## config.mk

```make
export PLATFORM = sky130hd
export DESIGN_NAME = mmio_test_top
export DESIGN_NICKNAME = d
export VERILOG_FILES = /design/src/common/mmio_axi_pkg.sv /design/src/common/mmio_csr_pkg.sv /design/src/hw/mmio_csr_read.sv /design/src/hw/mmio_rd_ctrl.sv /design/src/hw/mmio_test_top.sv /design/src/hw/mmio_wr_capture.sv
export SDC_FILE = /design/constraint.sdc
export NUM_CORES = 2
export LEC_CHECK = 0
export BUFFER_PORTS_ARGS = -buffer_cell sky130_fd_sc_hd__buf_2
export CORE_AREA = 2 2 318 320
export CTS_BUF_LIST = sky130_fd_sc_hd__clkbuf_4 sky130_fd_sc_hd__clkbuf_8
export DETAILED_ROUTE_END_ITERATION = 10
export DIE_AREA = 0 0 320 322
export PLACE_DENSITY = 0.62
export REMOVE_ABC_BUFFERS = 1
export SLEW_MARGIN = 20
export SYNTH_ARGS = -nofsm -noshare
export SYNTH_HDL_FRONTEND = slang
export SYNTH_SLANG_ARGS = --single-unit
```

## constraint.sdc

```tcl
create_clock -name clk -period 15.2 [get_ports clk]
set_input_delay 3.8 -clock clk [delete_from_list [all_inputs] [get_ports clk]]
set_output_delay 3.8 -clock clk [all_outputs]
set_load 0.01 [all_outputs]
```

## src/common/mmio_axi_pkg.sv

```systemverilog
// MMIO lite bus definitions
// Channel payload structs and widths shared by the 64-bit read/write port
// and the 512-bit write-only port
`default_nettype none

package mmio_axi_pkg;

    // Bus field widths
    localparam int ADDR_W = 16;
    localparam int ID_W = 4;
    localparam int USER_W = 2;
    localparam int RESP_W = 2;

    // Data widths in bytes for the two ports
    localparam int NARROW_BYTES = 8;
    localparam int WIDE_BYTES = 64;
    localparam int WIDE_LANES = WIDE_BYTES / NARROW_BYTES;

    // Response code for a normal completion
    localparam logic [RESP_W-1:0] RESP_OKAY = 2'b00;

    typedef logic [ADDR_W-1:0] addr_t;
    typedef logic [ID_W-1:0] id_t;
    typedef logic [USER_W-1:0] user_t;
    typedef logic [NARROW_BYTES*8-1:0] data64_t;

    // Write address channel
    typedef struct packed {
        addr_t addr;
        id_t   id;
        user_t user;
    } aw_t;

    // Read address channel, same layout as the write address
    typedef struct packed {
        addr_t addr;
        id_t   id;
        user_t user;
    } ar_t;

    // Narrow write data channel
    typedef struct packed {
        data64_t                 data;
        logic [NARROW_BYTES-1:0] strb;
    } w64_t;

    // The wide write word arrives flat and is read back one 64-bit lane at a time
    typedef union packed {
        logic [WIDE_BYTES*8-1:0]       flat;
        data64_t [WIDE_LANES-1:0]      lane;
    } wide_data_u;

    // Wide write data channel
    typedef struct packed {
        wide_data_u            data;
        logic [WIDE_BYTES-1:0] strb;
    } w512_t;

    // Write response channel
    typedef struct packed {
        id_t               id;
        user_t             user;
        logic [RESP_W-1:0] resp;
    } b_t;

    // Read data channel
    typedef struct packed {
        id_t               id;
        user_t             user;
        logic [RESP_W-1:0] resp;
        data64_t           data;
    } r_t;

endpackage

`default_nettype wire

```

## src/common/mmio_csr_pkg.sv

```systemverilog
// MMIO register map
// Register indexes, block identifier and status constants for the read port
`default_nettype none

package mmio_csr_pkg;

    // Registers are 64 bits wide, so the index starts at byte address bit 3
    localparam int CSR_IDX_W = 12;
    localparam int CSR_IDX_LSB = 3;

    typedef logic [CSR_IDX_W-1:0] csr_idx_t;

    // ==============================
    // Register indexes
    // ==============================

    // Feature header group, decoded from the low four index bits
    localparam csr_idx_t CSR_DFH = 12'h000;
    localparam csr_idx_t CSR_ID_L = 12'h001;
    localparam csr_idx_t CSR_ID_H = 12'h002;
    localparam csr_idx_t CSR_ADDR_ECHO = 12'h007;

    localparam csr_idx_t CSR_STATUS = 12'h010;

    // Last 64-bit write
    localparam csr_idx_t CSR_WR64_DATA = 12'h020;
    localparam csr_idx_t CSR_WR64_ADDR = 12'h030;
    localparam csr_idx_t CSR_WR64_STRB = 12'h031;

    // Last 512-bit write, data spread over eight lanes starting at lane 0
    localparam csr_idx_t CSR_WR512_LANE0 = 12'h040;
    localparam csr_idx_t CSR_WR512_ADDR = 12'h050;
    localparam csr_idx_t CSR_WR512_STRB = 12'h051;

    // ==============================
    // Constants
    // ==============================

    localparam logic [127:0] BLOCK_ID = 128'h9e4d_27b1_5c08_4f3a_b6e2_0d71_a5c9_3f86;

    // Clock frequency reported in status bits 31 to 16
    localparam logic [15:0] CLK_FREQ_MHZ = 16'd250;

    // Interface type in status bits 3 to 0, 1 means the lite bus
    localparam logic [3:0] STATUS_IF_TYPE = 4'h1;

    // Single entry feature list: feature type in the top nibble, end of list at bit 40
    localparam logic [3:0] DFH_FEATURE_TYPE = 4'h1;
    localparam int DFH_EOL_BIT = 40;
    localparam logic [63:0] DFH_VALUE = {DFH_FEATURE_TYPE, 60'h0} | (64'h1 << DFH_EOL_BIT);

endpackage

`default_nettype wire

```

## src/hw/mmio_csr_read.sv

```systemverilog
// Register read decode
// Two-stage decode of the held read index into the 64-bit read data,
// drawing on constants and the captured write state of both ports
`timescale 1ns/10ps
`default_nettype none

module mmio_csr_read
(
    input  logic                     clk,
    input  mmio_axi_pkg::ar_t        held_ar,
    input  logic                     stage1_en,
    input  logic                     stage2_en,
    input  mmio_axi_pkg::aw_t        wr64_aw,
    input  mmio_axi_pkg::data64_t    wr64_data,
    input  logic [7:0]               wr64_strb,
    input  mmio_axi_pkg::aw_t        wr512_aw,
    input  mmio_axi_pkg::wide_data_u wr512_data,
    input  logic [63:0]              wr512_strb,
    output mmio_axi_pkg::r_t         r
);

    import mmio_axi_pkg::*;
    import mmio_csr_pkg::*;

    csr_idx_t rd_idx;
    csr_idx_t rd_idx_q;
    data64_t  low_group_q;
    data64_t  lane_q;
    data64_t  status_word;
    data64_t  rd_data;

    // Byte address to 64-bit register index
    assign rd_idx = held_ar.addr[CSR_IDX_LSB +: $bits(csr_idx_t)];

    // Status word with the clock frequency and the bus type, the rest reserved
    assign status_word = {32'h0, CLK_FREQ_MHZ, 12'h0, STATUS_IF_TYPE};

    // ==============================
    // Stage one
    // ==============================

    // Narrow the feature header group and the wide data down to one word each
    always_ff @(posedge clk)
    begin
        if (stage1_en)
        begin
            rd_idx_q <= rd_idx;
            lane_q <= wr512_data.lane[rd_idx[2:0]];

            case (rd_idx[3:0])
                CSR_DFH[3:0]:       low_group_q <= DFH_VALUE;
                CSR_ID_L[3:0]:      low_group_q <= BLOCK_ID[63:0];
                CSR_ID_H[3:0]:      low_group_q <= BLOCK_ID[127:64];
                // Full byte address in both halves, readable as either 32-bit word
                CSR_ADDR_ECHO[3:0]: low_group_q <= {2{32'(held_ar.addr)}};
                default:            low_group_q <= '0;
            endcase
        end
    end

    // ==============================
    // Stage two
    // ==============================

    // Select among the reduced groups and the direct registers
    always_comb
    begin
        rd_data = '0;
        if (rd_idx_q[11:4] == CSR_DFH[11:4])
            rd_data = low_group_q;
        else if (rd_idx_q[11:3] == CSR_WR512_LANE0[11:3])
            rd_data = lane_q;
        else
        begin
            case (rd_idx_q)
                CSR_STATUS:     rd_data = status_word;
                CSR_WR64_DATA:  rd_data = wr64_data;
                CSR_WR64_ADDR:  rd_data = 64'(wr64_aw.addr);
                CSR_WR64_STRB:  rd_data = 64'(wr64_strb);
                CSR_WR512_ADDR: rd_data = 64'(wr512_aw.addr);
                CSR_WR512_STRB: rd_data = wr512_strb;
                default:        rd_data = '0;
            endcase
        end
    end

    // Response payload, held while the read waits on rready
    always_ff @(posedge clk)
    begin
        if (stage2_en)
        begin
            r.id <= held_ar.id;
            r.user <= held_ar.user;
            r.resp <= RESP_OKAY;
            r.data <= rd_data;
        end
    end

endmodule

`default_nettype wire

```

## src/hw/mmio_rd_ctrl.sv

```systemverilog
// Read request control for the 64-bit port
// Holds one read, steps the two decode stages and drives the response handshake
`timescale 1ns/10ps
`default_nettype none

module mmio_rd_ctrl
(
    input  logic              clk,
    input  logic              reset_n,
    input  mmio_axi_pkg::ar_t ar,
    input  logic              arvalid,
    output logic              arready,
    output logic              rvalid,
    input  logic              rready,
    output mmio_axi_pkg::ar_t held_ar,
    output logic              stage1_en,
    output logic              stage2_en
);

    logic       ar_held;
    logic [1:0] rd_pipe;
    logic       rd_retire;

    // Only one read in flight, new requests wait until the response is taken
    assign arready = !ar_held;

    // Bit 0 marks stage one done, bit 1 marks stage two done and the data valid
    assign rvalid = rd_pipe[1];
    assign rd_retire = rvalid && rready;

    // Each stage captures exactly once per request so r stays stable
    // while the response waits on rready
    assign stage1_en = ar_held && !rd_pipe[0];
    assign stage2_en = rd_pipe[0] && !rd_pipe[1];

    always_ff @(posedge clk)
    begin
        if (!reset_n)
        begin
            ar_held <= 1'b0;
            rd_pipe <= 2'b00;
        end
        else if (rd_retire)
        begin
            ar_held <= 1'b0;
            rd_pipe <= 2'b00;
        end
        else
        begin
            if (arvalid && arready)
                ar_held <= 1'b1;
            rd_pipe <= {rd_pipe[0], ar_held};
        end
    end

    // Request payload, captured at the address handshake
    always_ff @(posedge clk)
    begin
        if (arvalid && arready)
            held_ar <= ar;
    end

endmodule

`default_nettype wire

```

## src/hw/mmio_test_top.sv

```systemverilog
// MMIO register test block
// A 64-bit read/write port and a 512-bit write-only port, each capturing
// its last write, with a register map read back over the 64-bit port
`timescale 1ns/10ps
`default_nettype none

module mmio_test_top
(
    input  logic                clk,
    input  logic                reset_n,

    // 64-bit read/write port
    input  mmio_axi_pkg::aw_t   mmio64_aw,
    input  logic                mmio64_awvalid,
    output logic                mmio64_awready,
    input  mmio_axi_pkg::w64_t  mmio64_w,
    input  logic                mmio64_wvalid,
    output logic                mmio64_wready,
    output mmio_axi_pkg::b_t    mmio64_b,
    output logic                mmio64_bvalid,
    input  logic                mmio64_bready,
    input  mmio_axi_pkg::ar_t   mmio64_ar,
    input  logic                mmio64_arvalid,
    output logic                mmio64_arready,
    output mmio_axi_pkg::r_t    mmio64_r,
    output logic                mmio64_rvalid,
    input  logic                mmio64_rready,

    // 512-bit write-only port
    input  mmio_axi_pkg::aw_t   mmio512_aw,
    input  logic                mmio512_awvalid,
    output logic                mmio512_awready,
    input  mmio_axi_pkg::w512_t mmio512_w,
    input  logic                mmio512_wvalid,
    output logic                mmio512_wready,
    output mmio_axi_pkg::b_t    mmio512_b,
    output logic                mmio512_bvalid,
    input  logic                mmio512_bready
);

    import mmio_axi_pkg::*;

    // Captured write state of both ports, read by the register decode
    aw_t        wr64_aw;
    data64_t    wr64_data;
    logic [7:0] wr64_strb;
    aw_t        wr512_aw;
    wide_data_u wr512_data;
    logic [63:0] wr512_strb;

    // Read control to decode
    ar_t  held_ar;
    logic stage1_en;
    logic stage2_en;

    mmio_wr_capture #(.DATA_BYTES(NARROW_BYTES)) u_wr64 (
        .clk(clk), .reset_n(reset_n),
        .aw_in(mmio64_aw), .awvalid(mmio64_awvalid), .awready(mmio64_awready),
        .wdata(mmio64_w.data), .wstrb(mmio64_w.strb),
        .wvalid(mmio64_wvalid), .wready(mmio64_wready),
        .b(mmio64_b), .bvalid(mmio64_bvalid), .bready(mmio64_bready),
        .cap_aw(wr64_aw), .cap_wdata(wr64_data), .cap_wstrb(wr64_strb)
    );

    // Wide data enters flat and comes back out as the lane view
    mmio_wr_capture #(.DATA_BYTES(WIDE_BYTES)) u_wr512 (
        .clk(clk), .reset_n(reset_n),
        .aw_in(mmio512_aw), .awvalid(mmio512_awvalid), .awready(mmio512_awready),
        .wdata(mmio512_w.data.flat), .wstrb(mmio512_w.strb),
        .wvalid(mmio512_wvalid), .wready(mmio512_wready),
        .b(mmio512_b), .bvalid(mmio512_bvalid), .bready(mmio512_bready),
        .cap_aw(wr512_aw), .cap_wdata(wr512_data), .cap_wstrb(wr512_strb)
    );

    mmio_rd_ctrl u_rd_ctrl (
        .clk(clk), .reset_n(reset_n),
        .ar(mmio64_ar), .arvalid(mmio64_arvalid), .arready(mmio64_arready),
        .rvalid(mmio64_rvalid), .rready(mmio64_rready),
        .held_ar(held_ar), .stage1_en(stage1_en), .stage2_en(stage2_en)
    );

    mmio_csr_read u_csr_read (
        .clk(clk), .held_ar(held_ar),
        .stage1_en(stage1_en), .stage2_en(stage2_en),
        .wr64_aw(wr64_aw), .wr64_data(wr64_data), .wr64_strb(wr64_strb),
        .wr512_aw(wr512_aw), .wr512_data(wr512_data), .wr512_strb(wr512_strb),
        .r(mmio64_r)
    );

endmodule

`default_nettype wire

```

## src/hw/mmio_wr_capture.sv

```systemverilog
// Write capture for one lite port
// Takes address and data independently, returns the write response once
// both are held, and keeps the last write visible to the register decode
`timescale 1ns/10ps
`default_nettype none

module mmio_wr_capture
#(
    parameter int DATA_BYTES = 8
)
(
    input  logic                    clk,
    input  logic                    reset_n,
    input  mmio_axi_pkg::aw_t       aw_in,
    input  logic                    awvalid,
    output logic                    awready,
    input  logic [DATA_BYTES*8-1:0] wdata,
    input  logic [DATA_BYTES-1:0]   wstrb,
    input  logic                    wvalid,
    output logic                    wready,
    output mmio_axi_pkg::b_t        b,
    output logic                    bvalid,
    input  logic                    bready,
    output mmio_axi_pkg::aw_t       cap_aw,
    output logic [DATA_BYTES*8-1:0] cap_wdata,
    output logic [DATA_BYTES-1:0]   cap_wstrb
);

    import mmio_axi_pkg::*;

    logic aw_held;
    logic w_held;
    logic wr_done;

    // Each channel stalls while its own item is waiting for the response
    assign awready = !aw_held;
    assign wready = !w_held;

    // The response goes out in the same cycle that it is taken
    assign wr_done = aw_held && w_held && bready;
    assign bvalid = wr_done;

    // Response echoes the held request, always a normal completion
    assign b = '{id: cap_aw.id, user: cap_aw.user, resp: RESP_OKAY};

    always_ff @(posedge clk)
    begin
        if (!reset_n)
        begin
            aw_held <= 1'b0;
            w_held <= 1'b0;
        end
        else if (wr_done)
        begin
            // Both ready signals rise again in the next cycle
            aw_held <= 1'b0;
            w_held <= 1'b0;
        end
        else
        begin
            if (awvalid && awready)
                aw_held <= 1'b1;
            if (wvalid && wready)
                w_held <= 1'b1;
        end
    end

    // The held request doubles as the readback copy of the last write,
    // so it stays put after completion until the next accepted write
    always_ff @(posedge clk)
    begin
        if (!reset_n)
        begin
            cap_aw <= '0;
            cap_wdata <= '0;
            cap_wstrb <= '0;
        end
        else
        begin
            if (awvalid && awready)
                cap_aw <= aw_in;
            if (wvalid && wready)
            begin
                cap_wdata <= wdata;
                cap_wstrb <= wstrb;
            end
        end
    end

endmodule

`default_nettype wire

```

==> impl_metrics.toml <==
[logic_synthesis]
syn-instance-count = 3918
yosysSeqAreaShare = 0.530
synth.distinct_cells = 51
netlist_area_mm2 = 0.0379
ys_async_sr_fraction = 0
synth_top_family_by_area = "compound AO/OA/AOI/OAI gates"
synth.area.top_cells = "dfxtp_1 37%, edfxtp_1 16%, nand2_1 14%"
synth-main-ff-cell = "dfxtp_1"
yosysWarningCount = 0
synthMuxAreaShare = 0.0992
synth_adder_area_share = 0
synth_compound_area_frac = 0.169
synth.most_common_cell = "nand2_1"
yosys.area.top_type_share = 0.369
synth-seq-cells = 901
post_synth_xor_area_fraction = 0
synth_commonest_cells = "1436 x nand2_1, 699 x dfxtp_1, 694 x a21boi_0"
synth-simple-area-share = 0.164
syn_avg_cell_area_um2 = 9.67
synth_top_cell_by_area = "dfxtp_1"
synth_edf_count = 202

[worst_setup_path]
crit_path_end_kind = "primary output"
critPathArrivalTime_ns = 4.26
critical_path_class = "in -> out"
crit_path_cell_trace = "buf_2 -> and3_1 -> buf_2"
r2r_cells = 6
crit_path_frequent_cell = "buf_2"
required_ns = 11.40
slowest_delay_ns = 0.21
cp_max_fo = 2
worstSetupStartpointType = "primary input"
cpMaxStageDelayCell = "and3_1"

[die]
die_area_mm2 = 0.103
die_y_um = 322
fp-row-count = 116
initial_core_util = 0.380
die_w_um = 320
num_io_pins = 820
core_mm2 = 0.0996

[timing]
hold_viol_final = 0
period_minus_slack_ns = 8.06
fin_ws_ns = 7.14
period_share = 0.530
rsz0062_at_grt = "no"
setup_viol_count_final = 0
hold_ws_ns = 0.423
tightestPinTransition_ns = 1.22
relSlewSlack = 0.190
clock.fmax_ghz = 0.124
skew_ns = 0.0279
slew_violations = 0

[route]
wl_mm = 130
wl_per_cell_um = 21.3
ant_nets = 0
via_per_inst = 5.04
vias = 30776
drtIter0Drc = 2055
drc = 0
drt_first_pass_iters = 5

[global_route]
antenna_found_initial = 74
overflow = 0
grt.busiest_layer = "met2"
grt_usage = 0.244
grt.met1_usage = 0.304
grt_pass1_wl_mm = 189
grt_pass1_vias = 30437
use_met3 = 0.0615
gr-usage-met2 = 0.402
grt_max_degree = 218

[run_status]
status = "completed"

[placement]
dp_hpwl_mm = 87.3
dp_slack_ns = 7.15
io_buffers = 813
place.gp.congestion = 0.829

[hold_path]
min_path_type = "reg -> reg"
holdPathStages = 0

[power]
peakVddDrop_uv = 60.1
power_density_mw_per_mm2 = 121
leakage_nw = 18.4

[layout]
n_fill_cell = 9693
ff_latch_area_mm2 = 0.0201
multi_input_area_mm2 = 0.0165
fin_nets = 5347
area_delta_synth_final_pct = 22.4
drive_gt1_frac = 0.289

[clock_network]
cts_root_buffer = "clkbuf_8"
numCtsBuffers = 160
path_clk_slew_ns = 0.06
clock-sinks = 901
ctsResizeCount = 0
postCtsHoldBufs = 0
cts_setup_buffers = 0
tritoncts = "yes"
cts_buffer_depth = 3
htreeDepth = 4
clock_latency_ns = 0.82

[job]
drv_cap = 0
==> logic make-up (layout without fill, tap and decap cells) <==
family,Yosys count,count (layout)
AND/OR/NAND/NOR,1581,1581
flip-flops,901,901
other,1,57
multiplexers,206,206
buffers and inverters,363,1192
AO/OA/AOI/OAI,866,866
==> metrics by stage <==
step / setup TNS [ns] / util / area (µm²) / power (W) / std cells
3_5_place_dp: 0 / 0.430 / 42800 / 0.00326 / 5759
5_1_grt: 0 / 0.466 / 46400 / 0.00587 / 6097
2_1_floorplan: -3985.09 / - / 36600 / 0.00308 / 3601
3_3_place_gp: 0 / 0.430 / 42800 / 0.00325 / 5759
6_report: 0 / 0.466 / 46400 / 0.00563 / 6101
4_1_cts: 0 / 0.464 / 46200 / 0.00569 / 6051
==> worst paths after layout <==
kind	from	endpoint	slack, ns
setup / recovery	mmio64_bready	mmio64_bvalid	7.14
hold / removal	u_rd_ctrl.held_ar[2]	u_csr_read.r[68]	0.42
setup reg to reg	u_wr512.w_held	u_wr512.cap_wdata[243]	11.40
hold reg to reg	u_rd_ctrl.held_ar[2]	u_csr_read.r[68]	0.42
==> report_power, final <==
group,switching (W),internal [W]
Sequential,0.0000694,0.00259
Combinational,0.000309,0.000234
Clock,0.00104,0.00138
Total,0.00142,0.00421
==> worst max-delay path: cells and delay by family <==
kind | cells | cell delay (ns)
buffers and inverters | 2 | 0.25
and+or+nand+nor | 1 | 0.21
==> layout make-up <==
cell class              count  share of cell area
flip-flops and latches    901               0.433
multi-input cells        2660               0.356
repair buffers            860              0.0961
clock buffers             262              0.0691
well taps                1298              0.0350
clock inverters            30             0.00559
inverters                  40             0.00324
diodes                     50             0.00270
==> sequential cells by signal (all words and copies together) (netlist names), 8 cells and up <==
signal,cells
u_wr512.cap_aw,16
u_csr_read.lane_q,64
u_wr64.cap_wdata,64
u_wr64.cap_aw,16
u_csr_read.rd_idx_q,12
u_wr512.cap_wstrb,64
u_csr_read.r,70
u_rd_ctrl.held_ar,22
u_wr64.cap_wstrb,8
u_wr512.cap_wdata,512
u_csr_read.low_group_q,34
==> per-layer routing <==
metal | share of wire | vias to the layer above | wire [µm]
met5 | 0.0018 | - | 239
met4 | 0.030 | 38 | 3860
met3 | 0.063 | 241 | 8180
met2 | 0.48 | 858 | 62900
met1 | 0.42 | 14845 | 54600
li1 | - | 14794 | -
==> cells in the final DEF, fill, tap and decap left out, types with 4 or more instances in the layout <==
| cell type | netlist | routed |
|---|---|---|
| a32oi_1 | 9 | 9 |
| o21ai_0 | 35 | 35 |
| nor4b_2 | 0 | 4 |
| conb_1 | 1 | 7 |
| clkbuf_8 | 0 | 198 |
| nor2b_4 | 0 | 6 |
| clkinv_1 | 1 | 7 |
| or3_1 | 7 | 7 |
| nand3_1 | 6 | 5 |
| diode_2 | 0 | 50 |
| clkinv_2 | 0 | 9 |
| inv_6 | 0 | 4 |
| nand2_1 | 1436 | 1434 |
| edfxtp_1 | 202 | 202 |
| a221oi_1 | 13 | 13 |
| dfxtp_1 | 699 | 699 |
| mux2_2 | 74 | 74 |
| clkbuf_4 | 0 | 64 |
| inv_1 | 39 | 39 |
| buf_2 | 22 | 812 |
| clkinvlp_4 | 0 | 5 |
| a222oi_1 | 4 | 4 |
| mux4_2 | 128 | 128 |
| nor3_1 | 7 | 7 |
| nand2b_1 | 16 | 16 |
| and2_1 | 10 | 10 |
| a221o_1 | 22 | 22 |
| nor2b_1 | 12 | 6 |
| a21oi_1 | 48 | 48 |
| buf_4 | 20 | 45 |
| a21boi_0 | 694 | 694 |
| nor2_1 | 59 | 57 |
| a22oi_1 | 29 | 29 |
| mux2i_1 | 4 | 4 |
Power figures use the tool's default switching activity.
